**src/hw/exec_pkg.sv**
```systemverilog
package exec_pkg;

    // ~~~~~~~~~~~~~~~~~~~~~~~~~~~~~~~~~~~~~~~~~~~~~~~~~~~~~~~~~~
    // Widths
    // ~~~~~~~~~~~~~~~~~~~~~~~~~~~~~~~~~~~~~~~~~~~~~~~~~~~~~~~~~~

    localparam int XLEN      = 64;
    localparam int ROBID_W   = 6;
    localparam int REG_IDX_W = 5;

    typedef logic [XLEN-1:0]      t_xdata;
    typedef logic [ROBID_W-1:0]   t_robid;
    typedef logic [REG_IDX_W-1:0] t_reg_idx;

    // ~~~~~~~~~~~~~~~~~~~~~~~~~~~~~~~~~~~~~~~~~~~~~~~~~~~~~~~~~~
    // Encodings
    // ~~~~~~~~~~~~~~~~~~~~~~~~~~~~~~~~~~~~~~~~~~~~~~~~~~~~~~~~~~

    // Micro-op kinds produced by the decoder
    typedef enum logic [4:0] {
        U_INV,
        U_ADD,
        U_SUB,
        U_AND,
        U_OR,
        U_XOR,
        U_SLL,
        U_SRL,
        U_SRA,
        U_SLT,
        U_SLTU,
        U_LUI,
        U_BR,
        U_JAL,
        U_JALR
    } t_uop;

    // Branch funct3 values as in the RISC-V base ISA
    typedef enum logic [2:0] {
        RV_BR_BEQ  = 3'b000,
        RV_BR_BNE  = 3'b001,
        RV_BR_BLT  = 3'b100,
        RV_BR_BGE  = 3'b101,
        RV_BR_BLTU = 3'b110,
        RV_BR_BGEU = 3'b111
    } t_br_cond;

    // ~~~~~~~~~~~~~~~~~~~~~~~~~~~~~~~~~~~~~~~~~~~~~~~~~~~~~~~~~~
    // Pipeline packets
    // ~~~~~~~~~~~~~~~~~~~~~~~~~~~~~~~~~~~~~~~~~~~~~~~~~~~~~~~~~~

    typedef struct packed {
        t_uop     uop;
        t_br_cond funct3;
        logic     use_imm;    // Second ALU operand comes from imm64
        t_reg_idx rd;
        t_reg_idx rs1;
        t_reg_idx rs2;
        t_xdata   imm64;      // Already sign extended by decode
        t_xdata   pc;
    } t_uinstr;

    typedef struct packed {
        t_uinstr uinstr;
        t_robid  robid;
    } t_iss_pkt;

    // Issue packet with both operands resolved
    typedef struct packed {
        t_iss_pkt iss_pkt;
        t_xdata   src1val;
        t_xdata   src2val;
    } t_ex_pkt;

    typedef struct packed {
        t_robid   robid;
        t_reg_idx rd;
        logic     wr_en;
        t_xdata   data;
    } t_wb_pkt;

    typedef struct packed {
        logic   valid;
        t_xdata target_addr;
        t_robid robid;
    } t_br_mispred_pkt;

endpackage

```
**src/hw/exec_operand_read.sv**
```systemverilog
`timescale 1ns/1ps

module exec_operand_read (
    input  logic              clk,
    input  logic              rst_n,

    input  logic              iss,
    input  exec_pkg::t_iss_pkt iss_pkt,

    input  logic              wb_vld,
    input  exec_pkg::t_wb_pkt  wb_pkt,

    input  exec_pkg::t_xdata   ex_result,
    input  logic              ex_wr,

    output logic              ex_vld,
    output exec_pkg::t_ex_pkt  ex_pkt
);

    import exec_pkg::*;

    // ~~~~~~~~~~~~~~~~~~~~~~~~~~~~~~~~~~~~~~~~~~~~~~~~~~~~~~~~~~
    // Architectural register file
    // ~~~~~~~~~~~~~~~~~~~~~~~~~~~~~~~~~~~~~~~~~~~~~~~~~~~~~~~~~~

    t_xdata   rf [1:31];     // x0 has no storage
    logic     rf_we;

    t_reg_idx src_idx [2];
    t_xdata   src_val [2];
    logic     ex_fwd;
    logic     wb_fwd;
    t_reg_idx ex_rd;
    t_ex_pkt  ex_pkt_d;

    assign rf_we = wb_vld && wb_pkt.wr_en && (wb_pkt.rd != '0);

    always_ff @(posedge clk or negedge rst_n) begin
        if (!rst_n) begin
            for (int i = 1; i < 32; i++) begin
                rf[i] <= '0;
            end
        end else if (rf_we) begin
            rf[wb_pkt.rd] <= wb_pkt.data;
        end
    end

    // ~~~~~~~~~~~~~~~~~~~~~~~~~~~~~~~~~~~~~~~~~~~~~~~~~~~~~~~~~~
    // Operand selection
    // ~~~~~~~~~~~~~~~~~~~~~~~~~~~~~~~~~~~~~~~~~~~~~~~~~~~~~~~~~~

    assign src_idx[0] = iss_pkt.uinstr.rs1;
    assign src_idx[1] = iss_pkt.uinstr.rs2;

    assign ex_rd  = ex_pkt.iss_pkt.uinstr.rd;
    assign ex_fwd = ex_vld && ex_wr;              // Op in ex0 is about to write
    assign wb_fwd = wb_vld && wb_pkt.wr_en;       // Op in writeback not yet in the file

    // The youngest producer wins
    always_comb begin
        for (int i = 0; i < 2; i++) begin
            if (src_idx[i] == '0) begin
                src_val[i] = '0;
            end else if (ex_fwd && (ex_rd == src_idx[i])) begin
                src_val[i] = ex_result;
            end else if (wb_fwd && (wb_pkt.rd == src_idx[i])) begin
                src_val[i] = wb_pkt.data;
            end else begin
                src_val[i] = rf[src_idx[i]];
            end
        end
    end

    always_comb begin
        ex_pkt_d.iss_pkt = iss_pkt;
        ex_pkt_d.src1val = src_val[0];
        ex_pkt_d.src2val = src_val[1];
    end

    // ~~~~~~~~~~~~~~~~~~~~~~~~~~~~~~~~~~~~~~~~~~~~~~~~~~~~~~~~~~
    // Issue to ex0 register
    // ~~~~~~~~~~~~~~~~~~~~~~~~~~~~~~~~~~~~~~~~~~~~~~~~~~~~~~~~~~

    always_ff @(posedge clk or negedge rst_n) begin
        if (!rst_n) begin
            ex_vld <= 1'b0;
        end else begin
            ex_vld <= iss;
        end
    end

    always_ff @(posedge clk) begin
        if (iss) begin
            ex_pkt <= ex_pkt_d;
        end
    end

endmodule

```
**config.mk**
```make
export PLATFORM = sky130hd
export DESIGN_NAME = exec_operand_read
export DESIGN_NICKNAME = d
export VERILOG_FILES = /design/src/hw/exec_pkg.sv /design/src/hw/exec_operand_read.sv
export SDC_FILE = /design/constraint.sdc
export NUM_CORES = 2
export LEC_CHECK = 0
export ABC_CLOCK_PERIOD_IN_PS = 2780
export BUFFER_PORTS_ARGS = -buffer_cell sky130_fd_sc_hd__buf_2
export CAP_MARGIN = 20
export CORE_MARGIN = 3
export CORE_UTILIZATION = 40
export DETAILED_ROUTE_END_ITERATION = 16
export PLACE_DENSITY = 0.52
export SLEW_MARGIN = 15
export SYNTH_ARGS = -nofsm -noshare
export SYNTH_HDL_FRONTEND = slang
export SYNTH_SLANG_ARGS = --single-unit
```
**constraint.sdc**
```tcl
create_clock -name clk -period 2.78 [get_ports clk]
set_input_delay 0.417 -clock clk [delete_from_list [all_inputs] [get_ports clk]]
set_output_delay 0.417 -clock clk [all_outputs]
set_load 0.01 [all_outputs]
```
==> metrics.csv <==
metric,value,unit
status,"complete, but fails checks",
failing checks,negative setup slack,
Wirelength per Cell,34.06,um
"area leader, netlist",dfrtp_1,
Initial Utilization,0.4023,
final setup TNS,-0.03472,ns
top-area cell type share of the netlist area,0.4241,
fmax,0.3553,GHz
worst r2r path cells,6,
crit path kind,input pin to register,
Synth Cell Area,0.1171,mm^2
Post-synth ARST share,0.8741,
CTS buffer count,271,
die area,0.2993,mm^2
RSZ-0062 raised after global routing,false,
layout cell share with drive strength beyond 1,0.4721,
switching fraction of total power,0.2720,
syn_nets,8390,
CP max FO,15,
vias in the first global route,84180,
post-route ant nets,0,
largest net degree at the start of global routing,124,
P_int,66.34,mW
Sw Pwr,24.79,mW
Layout area overhead,19.57,%
htree depth,5,
Pins Over Slew Limit,0,
total power draw,91.13,mW
DR vias,81240,
worst-case clock buffer depth,4,
post-route minimum period,2.815,ns
max cap viols,0,
WHS Path Cells,3,
FF-to-FF setup slack,0.01,ns
initial antenna violation count,36,
Post-Syn Instances,8087,
final instance area,0.1400,mm^2
drt pass-1 iters,7,
pre-CTS setup slack,-0.3740,ns
# IOs,590,
Tot GR Track Use,0.2892,
Combinational Power Share,0.165,
CTS tree,yes,
Setup Viol. Count Final,1,
WL final,443100,um
Port Buffer Count,583,
DR iter-0 viols,7494,
worst setup margin,-0.03472,ns
P per Cell Area,650.8,mW/mm^2
post-synth cell types,62,
number of flops mapped to enable cells by yosys,286,
post-DP HPWL,277600,um
clk sinks,2271,
first-pass GRT wire length,631000,um
Die H,547.1,um
final number of hold-violating endpoints,0,
row cnt,198,
synth warn,0,
reg2reg end,ex_pkt[105],
measured slew at the worst slew-check pin,1.162,ns
Die X,547.1,um
Nets,9189,
vias per cell,6.245,
final hold slack,0.05535,ns
Main synth FF type,dfrtp_1,
Placed Area,0.1292,mm^2
CP arrival,3.35,ns
Avg Synthesized Cell Area,14.48,um^2
Post-CTS Setup Bufs,0,
R2R Path Start,ex_rd[1],
clock power share,0.385,
Residual DRC,0,
Placer Congestion,0.8481,
worst hold path endpoint,ex_pkt[98],
clk_lat worst skew,0.91,ns
Worst Setup End Kind,register,
headroom to the max-slew limit,0.2154,
hold_sp,ex_result[34],
"Reg clk slew, reported paths",0.06,ns
post-synthesis sequential area ratio,0.4975,
Root Buffer,clkbuf_16,
Area contributors post-synth,"dfrtp_1 42%, mux2_2 20%, mux4_2 12%",
HP Class,input pin to register,
skew final,0.04591,ns
Tcrit/Tclk final,1.012,
WP data required,3.31,ns
Peak VDD IR,471.9,uV
#FFs+latches synth,2271,
sequential power share,0.450,
Core Area,0.2911,mm^2
global route overflow,0,
LEAKAGE,61.96,nW
CP startpoint kind,input pin,
-- kinds of logic (layout without fill, tap and decap cells) --
kind of cell / after synthesis / in the layout / synth area share
simple gates: 510 / 510 / 0.02262
compound gates: 1024 / 1024 / 0.06485
other cells: 0 / 10 / 0
xor+xnor: 18 / 18 / 0.001346
flops: 2271 / 2271 / 0.4975
mux: 3389 / 3389 / 0.3774
buf+inv: 875 / 1888 / 0.03631
-- flip-flops by register name (all words and copies together) (netlist names) --
register and count:
ex_pkt 281, ex_rd 5, ex_vld 1, rf 1984
-- power by group through the flow --
stage | registers, mW | clock network (mW) | logic (mW)
3_5_place_dp | 41.5 | 0 | 14.7
3_3_place_gp | 41.2 | 0 | 14.4
6_report | 41.0 | 35.1 | 15.0
5_1_grt | 41.5 | 37.3 | 16.0
4_1_cts | 40.9 | 35.9 | 15.0
2_1_floorplan | 40.6 | 0 | 9.72
-- how the worst max path moves through the flow --
stage	startpoint	slack, ns	end	depth (start not counted)
global route	ex_rd[1]	0.05	ex_pkt[0]	7
detailed placement	iss_pkt[139]	-0.37	ex_pkt[64]	9
floorplan	iss_pkt[139]	0.53	ex_pkt[111]	7
global placement	iss_pkt[139]	-0.38	ex_pkt[64]	9
finish	iss_pkt[139]	-0.03	ex_pkt[105]	9
CTS	ex_rd[4]	0.0009	ex_pkt[63]	8
-- stage by stage --
step | utilization | instances
2_1_floorplan | - | 8087
3_5_place_dp | 0.4437 | 12290
6_report | 0.4811 | 13010
3_3_place_gp | 0.4437 | 12290
4_1_cts | 0.4810 | 13000
5_1_grt | 0.4810 | 13010
-- worst max-delay path, cell delays in order --
cell           delay [ns]
dlygate4sd3_1        0.57
buf_8                0.22
buf_12               0.22
nor2b_4              0.18
buf_12               0.20
o2bb2ai_1            0.14
mux4_2               0.26
nor2_1               0.04
o41ai_1              1.04
-- final cells by class --
cell class | count | area [um^2]
well taps | 3900 | 4880
flip-flops and latches | 2271 | 58260
inverters | 3 | 13.76
diodes | 10 | 25.02
fillers | 25310 | 151100
repair buffers | 1398 | 13240
multi-input cells | 4941 | 54990
clock inverters | 81 | 839.6
clock buffers | 406 | 7785
-- what timing repair did --
action,in CTS,in global routing
gates resized for setup,2,2
hold endpoints to repair,979,0
hold buffers,220,0
endpoints found under the setup margin,15,2
-- placed cells by master (no fill, tap or decap), types with 25 or more instances in the layout --
master,count
a211oi_1,51
a21oi_1,48
a221oi_1,54
a22oi_1,131
a32oi_1,128
and3_1,41
buf_12,285
buf_2,571
buf_4,312
clkbuf_1,91
clkbuf_16,276
clkbuf_8,39
clkinv_2,37
dfrtp_1,1985
dlygate4sd3_1,220
edfxtp_1,286
mux2_1,120
mux2_2,2044
mux2i_1,620
mux4_2,605
nand2_1,25
nor2_1,134
nor2b_1,51
nor3_1,144
o22ai_1,326
o2bb2ai_1,64
o31a_1,41
o31ai_1,58
o41ai_1,55
-- layer usage --
metal  up-vias  global-route usage  share of wire
li1      33110                   -              -
met1     43910              0.3946           0.42
met2      3355              0.4565           0.46
met3       852             0.05707          0.071
met4        10              0.1101          0.042
met5         -                   0        0.00015
-- cell usage after synthesis (all sizes together), types with 14 or more instances --
cell type  number
clkbuf        419
o21ai          28
nor2          155
o31a           41
edfxtp        286
o211ai         18
o31ai          59
buf           453
dfrtp        1985
a32oi         128
a211oi         51
a22oi         131
mux2i         620
a21oi          50
xor2           14
nand3b         17
o22ai         326
o41ai          63
o2bb2ai        64
mux4          605
nor3          145
nand2          38
nor2b          60
and3           41
mux2         2164
a221oi         54
Power figures use the tool's default switching activity.
