--- src/hw/exec_pkg.sv ---
package exec_pkg;

    // ~~~~~~~~~~~~~~~~~~~~~~~~~~~~~~~~~~~~~~~~~~~~~~~~~~~~~~~~~~
    // Widths
    // ~~~~~~~~~~~~~~~~~~~~~~~~~~~~~~~~~~~~~~~~~~~~~~~~~~~~~~~~~~

    localparam int XLEN      = 64;
    localparam int ROBID_W   = 6;
    localparam int REG_IDX_W = 5;

    typedef logic [XLEN-1:0]      t_xdata;
    typedef logic [ROBID_W-1:0]   t_robid;
    typedef logic [REG_IDX_W-1:0] t_reg_idx;

    // ~~~~~~~~~~~~~~~~~~~~~~~~~~~~~~~~~~~~~~~~~~~~~~~~~~~~~~~~~~
    // Encodings
    // ~~~~~~~~~~~~~~~~~~~~~~~~~~~~~~~~~~~~~~~~~~~~~~~~~~~~~~~~~~

    // Micro-op kinds produced by the decoder
    typedef enum logic [4:0] {
        U_INV,
        U_ADD,
        U_SUB,
        U_AND,
        U_OR,
        U_XOR,
        U_SLL,
        U_SRL,
        U_SRA,
        U_SLT,
        U_SLTU,
        U_LUI,
        U_BR,
        U_JAL,
        U_JALR
    } t_uop;

    // Branch funct3 values as in the RISC-V base ISA
    typedef enum logic [2:0] {
        RV_BR_BEQ  = 3'b000,
        RV_BR_BNE  = 3'b001,
        RV_BR_BLT  = 3'b100,
        RV_BR_BGE  = 3'b101,
        RV_BR_BLTU = 3'b110,
        RV_BR_BGEU = 3'b111
    } t_br_cond;

    // ~~~~~~~~~~~~~~~~~~~~~~~~~~~~~~~~~~~~~~~~~~~~~~~~~~~~~~~~~~
    // Pipeline packets
    // ~~~~~~~~~~~~~~~~~~~~~~~~~~~~~~~~~~~~~~~~~~~~~~~~~~~~~~~~~~

    typedef struct packed {
        t_uop     uop;
        t_br_cond funct3;
        logic     use_imm;    // Second ALU operand comes from imm64
        t_reg_idx rd;
        t_reg_idx rs1;
        t_reg_idx rs2;
        t_xdata   imm64;      // Already sign extended by decode
        t_xdata   pc;
    } t_uinstr;

    typedef struct packed {
        t_uinstr uinstr;
        t_robid  robid;
    } t_iss_pkt;

    // Issue packet with both operands resolved
    typedef struct packed {
        t_iss_pkt iss_pkt;
        t_xdata   src1val;
        t_xdata   src2val;
    } t_ex_pkt;

    typedef struct packed {
        t_robid   robid;
        t_reg_idx rd;
        logic     wr_en;
        t_xdata   data;
    } t_wb_pkt;

    typedef struct packed {
        logic   valid;
        t_xdata target_addr;
        t_robid robid;
    } t_br_mispred_pkt;

endpackage

--- src/hw/exec_writeback.sv ---
`timescale 1ns/1ps

module exec_writeback (
    input  logic                     clk,
    input  logic                     rst_n,

    input  logic                     ex_vld,
    input  exec_pkg::t_ex_pkt         ex_pkt,

    input  logic                     alu_resvld,
    input  exec_pkg::t_xdata          alu_result,

    input  logic                     br_resvld,
    input  exec_pkg::t_xdata          br_result,
    input  exec_pkg::t_br_mispred_pkt br_mispred_ex0,

    output logic                     wb_vld,
    output exec_pkg::t_wb_pkt         wb_pkt,
    output exec_pkg::t_br_mispred_pkt br_mispred,

    output exec_pkg::t_xdata          ex_result,
    output logic                     ex_wr
);

    import exec_pkg::*;

    t_uinstr uinstr;
    logic    rd_nz;
    t_wb_pkt wb_pkt_d;
    logic    mispred_vld_q;
    t_xdata  mispred_tgt_q;
    t_robid  mispred_robid_q;

    assign uinstr = ex_pkt.iss_pkt.uinstr;
    assign rd_nz  = (uinstr.rd != '0);

    // ~~~~~~~~~~~~~~~~~~~~~~~~~~~~~~~~~~~~~~~~~~~~~~~~~~~~~~~~~~
    // Result select in ex0
    // ~~~~~~~~~~~~~~~~~~~~~~~~~~~~~~~~~~~~~~~~~~~~~~~~~~~~~~~~~~

    assign ex_result = alu_resvld ? alu_result :
                       br_resvld  ? br_result  : '0;

    // Conditional branches have no destination
    assign ex_wr = rd_nz && (alu_resvld || (br_resvld && (uinstr.uop != U_BR)));

    assign wb_pkt_d = '{robid: ex_pkt.iss_pkt.robid, rd: uinstr.rd,
                        wr_en: ex_wr, data: ex_result};

    // ~~~~~~~~~~~~~~~~~~~~~~~~~~~~~~~~~~~~~~~~~~~~~~~~~~~~~~~~~~
    // Writeback stage registers
    // ~~~~~~~~~~~~~~~~~~~~~~~~~~~~~~~~~~~~~~~~~~~~~~~~~~~~~~~~~~

    always_ff @(posedge clk or negedge rst_n) begin
        if (!rst_n) begin
            wb_vld        <= 1'b0;
            mispred_vld_q <= 1'b0;
        end else begin
            wb_vld        <= ex_vld;     // Unclaimed ops still complete
            mispred_vld_q <= br_mispred_ex0.valid;
        end
    end

    always_ff @(posedge clk) begin
        if (ex_vld) begin
            wb_pkt <= wb_pkt_d;
        end
        if (br_mispred_ex0.valid) begin
            mispred_tgt_q   <= br_mispred_ex0.target_addr;
            mispred_robid_q <= br_mispred_ex0.robid;
        end
    end

    assign br_mispred = '{valid: mispred_vld_q, target_addr: mispred_tgt_q,
                          robid: mispred_robid_q};

endmodule

--- config.mk ---
export PLATFORM = sky130hd
export DESIGN_NAME = exec_writeback
export DESIGN_NICKNAME = d
export VERILOG_FILES = /design/src/hw/exec_pkg.sv /design/src/hw/exec_writeback.sv
export SDC_FILE = /design/constraint.sdc
export NUM_CORES = 1
export LEC_CHECK = 0
export BUFFER_PORTS_ARGS = -buffer_cell sky130_fd_sc_hd__buf_2
export CORE_AREA = 8 8 264 266
export DETAILED_ROUTE_END_ITERATION = 12
export DIE_AREA = 0 0 272 274
export GPL_ROUTABILITY_DRIVEN = 0
export PLACE_DENSITY = 0.35
export SLEW_MARGIN = 40
export SYNTH_ARGS = -nofsm -noshare
export SYNTH_HDL_FRONTEND = slang
export SYNTH_SLANG_ARGS = --single-unit
--- constraint.sdc ---
create_clock -name clk -period 2.05 [get_ports clk]
set_input_delay 0.3075 -clock clk [delete_from_list [all_inputs] [get_ports clk]]
set_output_delay 0.3075 -clock clk [all_outputs]
set_load 0.02 [all_outputs]
==> flow_summary_export.csv, run 1 <==
group,metric,value,unit
sta,fmax,538,MHz
global_route,track_usage,7.06,%
power_and_ir_drop,ir_drop,0.516,mV
logic_synthesis,yosysTopAreaCell,"edfxtp_1",
logic_synthesis,netlist_instances,235,
logic_synthesis,synthMuxAreaShare,0,%
finish,final_core_util,15.0,%
job,cap_violations,0,
logic_synthesis,synth-simple-area-share,0.798,%
sta,fin_ws,192,ps
route,drc_errors,0,
die,fp.dieW,272,µm
logic_synthesis,ys_ff_latch,148,
min_path,hold_depth,1,
route,wirelength,27000,µm
worst_setup_path,crit_type,"input pin to output port",
route,ant_nets,0,
clocking,cts.reportedPaths.clkPinSlew,70,ps
sta,hold_violations,0,
clocking,cts_sinks,148,
worst_setup_path,worstPathRequired,1740,ps
sta,tightestPinTransition,444,ps
logic_synthesis,async_flop_share,1.35,%
clocking,cts_made_buffers,17,
worst_setup_path,end_kind,"output port",
power_and_ir_drop,p_per_area,875,mW/mm²
global_route,antenna_found_initial,5,
sta,period_needed,1860,ps
route,drt_first_pass_iters,4,
logic_synthesis,synth_top_family_by_area,"compound AO/OA/AOI/OAI gates",
sta,rsz0062_at_grt,"no",
logic_synthesis,synth_cell_types,15,
sta,relSlewSlack,70.4,%
logic_synthesis,syn_area,0.00517,mm²
die,row_count,94,
worst_setup_path,worstSetupStartpointType,"input pin",
logic_synthesis,synth_seq_area_share,85.7,%
global_route,grt_pass1_vias,5322,
clocking,cts_setup_buffers,0,
worst_setup_path,cp_max_fo,27,
route,post_drt_wl_per_cell,16.5,µm
die,initial_core_util,7.92,%
logic_synthesis,synth.most_common_cell,"edfxtp_1",
global_route,overflow,0,
outcome,status,"completed",
die,coreArea,0.0653,mm²
sta,slew_viol_final,0,
finish,layout-drive-gt1-share,61.9,%
logic_synthesis,synth_area_per_cell,22.0,µm²
sta,setup_tns,0,ps
die,num_io_pins,703,
logic_synthesis,ys.warnings.count,0,
logic_synthesis,synth_area_leaders,"edfxtp_1 (85%), a22o_1 (11%), buf_6 (1.5%), dfrtp_1 (0.97%), buf_4 (0.44%)",
route,drt_iter0_markers,182,
finish,areaGrowthSynthToFinish,89.8,%
power_and_ir_drop,p_total,8.59,mW
logic_synthesis,synth_compound_area_share,11.1,%
power_and_ir_drop,p_leak,4.12,nW
logic_synthesis,synth-adder-area-share,0,%
clocking,htree_levels,4,
logic_synthesis,synthTopCellsByCount,"edfxtp_1 (146), a22o_1 (63), buf_6 (7), buf_4 (3), clkbuf_1 (3)",
sta,period_share,90.6,%
placement,place_ws,175,ps
die,die_area,0.0745,mm²
finish,fin_area,0.00982,mm²
placement,dpl-instance-area,0.00844,mm²
placement,dp_hpwl,21700,µm
logic_synthesis,ys.flop_type,"edfxtp_1",
route,avgViaCountPerCell,2.75,
logic_synthesis,synth_edf_count,146,
global_route,grt_pass1_wl,37200,µm
worst_setup_path,cp_data_arrival_time,1550,ps
route,vias,4496,
clocking,cts_root_buf,"clkbuf_16",
min_path,hold_class,"input pin to flop",
die,fp.dieH,274,µm
clocking,cts_max_path_buffers,2,
logic_synthesis,yosysTopAreaCellShare,84.8,%
placement,port_buffers,432,
finish,nNetsFinal,1244,
logic_synthesis,syn-num-nets,725,
global_route,grt_max_degree,72,
logic_synthesis,synthXorXnorAreaFrac,0,%
sta,finalSetupViolations,0,
clocking,cts_tree,"built",
-- kinds of logic (layout without fill, tap and decap cells) --
kind of cell / Yosys count / count (layout)
buffers and inverters: 15 / 547
AOI/OAI and AO/OA: 66 / 66
other: 0 / 2
and+or+nand+nor: 6 / 6
DFF: 148 / 148
-- cells in the final DEF (no fill, tap or decap), types with 2 or more instances in the layout --
cell           instances
buf_2                430
nand2_1                2
buf_4                  4
a22o_1                63
buf_12                 6
diode_2                2
dfrtp_1                2
inv_6                  2
bufinv_16              3
dlygate4sd3_1         75
clkbuf_8               2
clkinv_4               5
edfxtp_1             146
clkbuf_16             17
clkinv_2               2
-- metal layers --
| metal | vias up | track usage (%) | share of wire [%] |
|---|---|---|---|
| li1 | 2038 | - | - |
| met1 | 2061 | 7.57 | 40 |
| met2 | 376 | 11.1 | 45 |
| met3 | 21 | 4.61 | 14 |
| met5 | - | 0 | 0 |
| met4 | 0 | 2.62 | 1.4 |
-- power by group --
part | internal (mW) | switching [mW]
Clock | 2.00 | 1.40
Sequential | 3.61 | 0.0662
Combinational | 0.565 | 0.944
Total | 6.18 | 2.41
-- state kept, by name, indices dropped and copies added (netlist names) --
register         count
mispred_tgt_q       64
wb_vld               1
mispred_robid_q      6
mispred_vld_q        1
wb_pkt              76
-- cell type report --
type | count | area [µm²]
Antenna cell | 2 | 5.00
Clock buffer | 19 | 453
Clock inverter | 13 | 173
Fill cell | 7306 | 55500
Multi-Input combinational cell | 72 | 621
Sequential cell | 148 | 4430
Tap cell | 864 | 1080
Timing Repair Buffer | 515 | 3050
-- what timing repair did --
item | 4_1_cts | 5_1_grt
resized for setup | 0 | 0
endpoints found under the hold margin | 76 | 0
hold buffers | 75 | 0
setup endpoints to repair | 0 | 0
-- metrics by stage --
stage,hold WS [ps],instances
after floorplan,11.9,235
after global placement,93.5,1524
after detailed placement,95.6,1524
after CTS,1.48,1631
after global routing,9.48,1633
final,54.9,1633
-- worst max-delay path: stages --
cell and delay, ps:
buf_2 150, nor2b_4 220, buf_12 200, a22o_1 370, buf_2 260
-- worst paths after layout --
kind                                endpoint               start  slack, ps
min in group asynchronous             wb_vld               rst_n        190
setup / recovery               ex_result[48]           br_resvld        190
hold / removal             mispred_tgt_q[45]  br_mispred_ex0[51]         50
max in group asynchronous      mispred_vld_q               rst_n       1770
Note: power is estimated with default switching activity, not from simulation.
==> run 2, diff against run 1 <==
Settings changed: CELL_PAD_IN_SITES_DETAIL_PLACEMENT from default to 0, CELL_PAD_IN_SITES_GLOBAL_PLACEMENT from default to 1, CORE_AREA 8 8 264 266 to 8 8 265 267, DIE_AREA 0 0 272 274 to 0 0 273 275, PLACE_DENSITY 0.35 to 0.43.
==> flow_summary_export.csv, run 2 (synthesis gave the netlist of run 1 again) <==
group,metric,value,unit
global_route,grt_max_degree,72,
finish,largest_reg_flops,76,
sta,rsz0062_at_grt,"no",
global_route,track_usage,6.95,%
global_route,grt_pass1_wl,36400,µm
power_and_ir_drop,ir_drop,0.560,mV
finish,final_cell_mix,"buf_2 (430), edfxtp_1 (146), dlygate4sd3_1 (75)",
clocking,cts.reportedPaths.clkPinSlew,60,ps
finish,top_register,"wb_pkt",
global_route,antenna_found_initial,4,
sta,tightestPinTransition,489,ps
placement,dp_hpwl,21800,µm
clocking,htree_levels,4,
worst_setup_path,cp_data_arrival_time,1480,ps
clocking,cts_sinks,148,
sta,period_share,87.4,%
clocking,cts_max_path_buffers,2,
sta,slew_viol_final,0,
clocking,cts_tree,"built",
job,cap_violations,0,
worst_setup_path,worstPathRequired,1740,ps
worst_setup_path,worstSetupStartpointType,"input pin",
min_path,hold_class,"input pin to flop",
finish,areaGrowthSynthToFinish,88.0,%
placement,port_buffers,432,
route,post_drt_wl_per_cell,16.3,µm
sta,relSlewSlack,67.4,%
clocking,cts_root_buf,"clkbuf_16",
sta,period_needed,1790,ps
route,vias,4480,
finish,final_common_cell,"buf_2",
die,num_io_pins,703,
route,drc_errors,0,
route,drt_iter0_markers,199,
route,wirelength,26700,µm
global_route,grt_pass1_vias,5170,
clocking,cts_made_buffers,17,
finish,top_regs,"wb_pkt x76, mispred_tgt_q x64, mispred_robid_q x6",
route,ant_nets,0,
worst_setup_path,cp_max_fo,40,
sta,setup_tns,0,ps
worst_setup_path,crit_type,"input pin to output port",
worst_setup_path,end_kind,"output port",
power_and_ir_drop,p_per_area,848,mW/mm²
finish,nFillCells,7487,
die,coreArea,0.0663,mm²
die,row_count,95,
sta,hold_violations,0,
die,fp.dieW,273,µm
finish,antenna_cells,0,
die,initial_core_util,7.80,%
power_and_ir_drop,p_leak,4.06,nW
finish,layout-drive-gt1-share,61.7,%
route,drt_first_pass_iters,4,
sta,fmax,558,MHz
sta,finalSetupViolations,0,
die,die_area,0.0751,mm²
global_route,overflow,0,
die,fp.dieH,275,µm
route,avgViaCountPerCell,2.73,
outcome,status,"completed",
power_and_ir_drop,p_total,8.24,mW
finish,nNetsFinal,1244,
==> run 2: cell types whose count changed in the layout (fill, tap and decap cells not counted), sizes merged <==
cell	previous run	this run
clkinv	7	2
inv	3	8
clkinvlp	0	4
bufinv	3	0
diode	2	0
clkbuf	19	18
==> run 2: final timing paths <==
path / from / end / cells after the start
max in group asynchronous: rst_n / wb_vld / 2
hold / removal: br_mispred_ex0[45] / mispred_tgt_q[39] / 1
min in group asynchronous: rst_n / mispred_vld_q / 2
setup / recovery: br_resvld / ex_result[38] / 5
==> run 2: area by class of cell <==
type / instances / area (µm²) / area share (%)
tap: 873 / 1090 / 11.2
clock inverter: 14 / 118 / 1.21
sequential: 148 / 4430 / 45.6
multi-input combinational: 72 / 621 / 6.38
timing repair buffer: 515 / 3030 / 31.1
clock buffer: 18 / 429 / 4.41
==> run 2: critical path: stages <==
cell and delay (ps):
buf_2 140, nor2b_4 240, buf_12 230, a22o_1 300
buf_2 220
==> run 2: layer usage <==
| layer | share of wire [%] | track usage (%) | vias up |
|---|---|---|---|
| met5 | 0 | 0 | - |
| met2 | 42 | 10.4 | 388 |
| met1 | 41 | 7.90 | 2039 |
| met3 | 15 | 4.61 | 22 |
| li1 | - | - | 2031 |
| met4 | 1.5 | 2.43 | 0 |
==> run 2: through the flow <==
step | setup slack, ps | utilization, % | cells | hold WS [ps] | instance area (µm²)
3_5_place_dp | 212 | 12.7 | 1533 | 92.8 | 8420
6_report | 258 | 14.7 | 1640 | 64.0 | 9720
4_1_cts | 204 | 14.7 | 1640 | 0.313 | 9720
5_1_grt | 179 | 14.7 | 1640 | 4.13 | 9720
3_3_place_gp | 222 | 12.7 | 1533 | 93.0 | 8420
2_1_floorplan | 712 | - | 235 | 11.9 | 5170
==> run 2: report_power, final <==
group | switching [mW] | leakage (nW) | internal (mW)
clock | 1.49 | 0.256 | 1.58
combinational | 0.944 | 2.36 | 0.560
sequential | 0.0580 | 1.45 | 3.61
total | 2.49 | 4.06 | 5.75
==> run 2: timing repair <==
| action | in CTS | in global routing |
|---|---|---|
| gates resized for setup | 0 | 0 |
| hold endpoints to repair | 76 | 0 |
| buffers inserted | 0 | 0 |
| hold buffers | 75 | 0 |
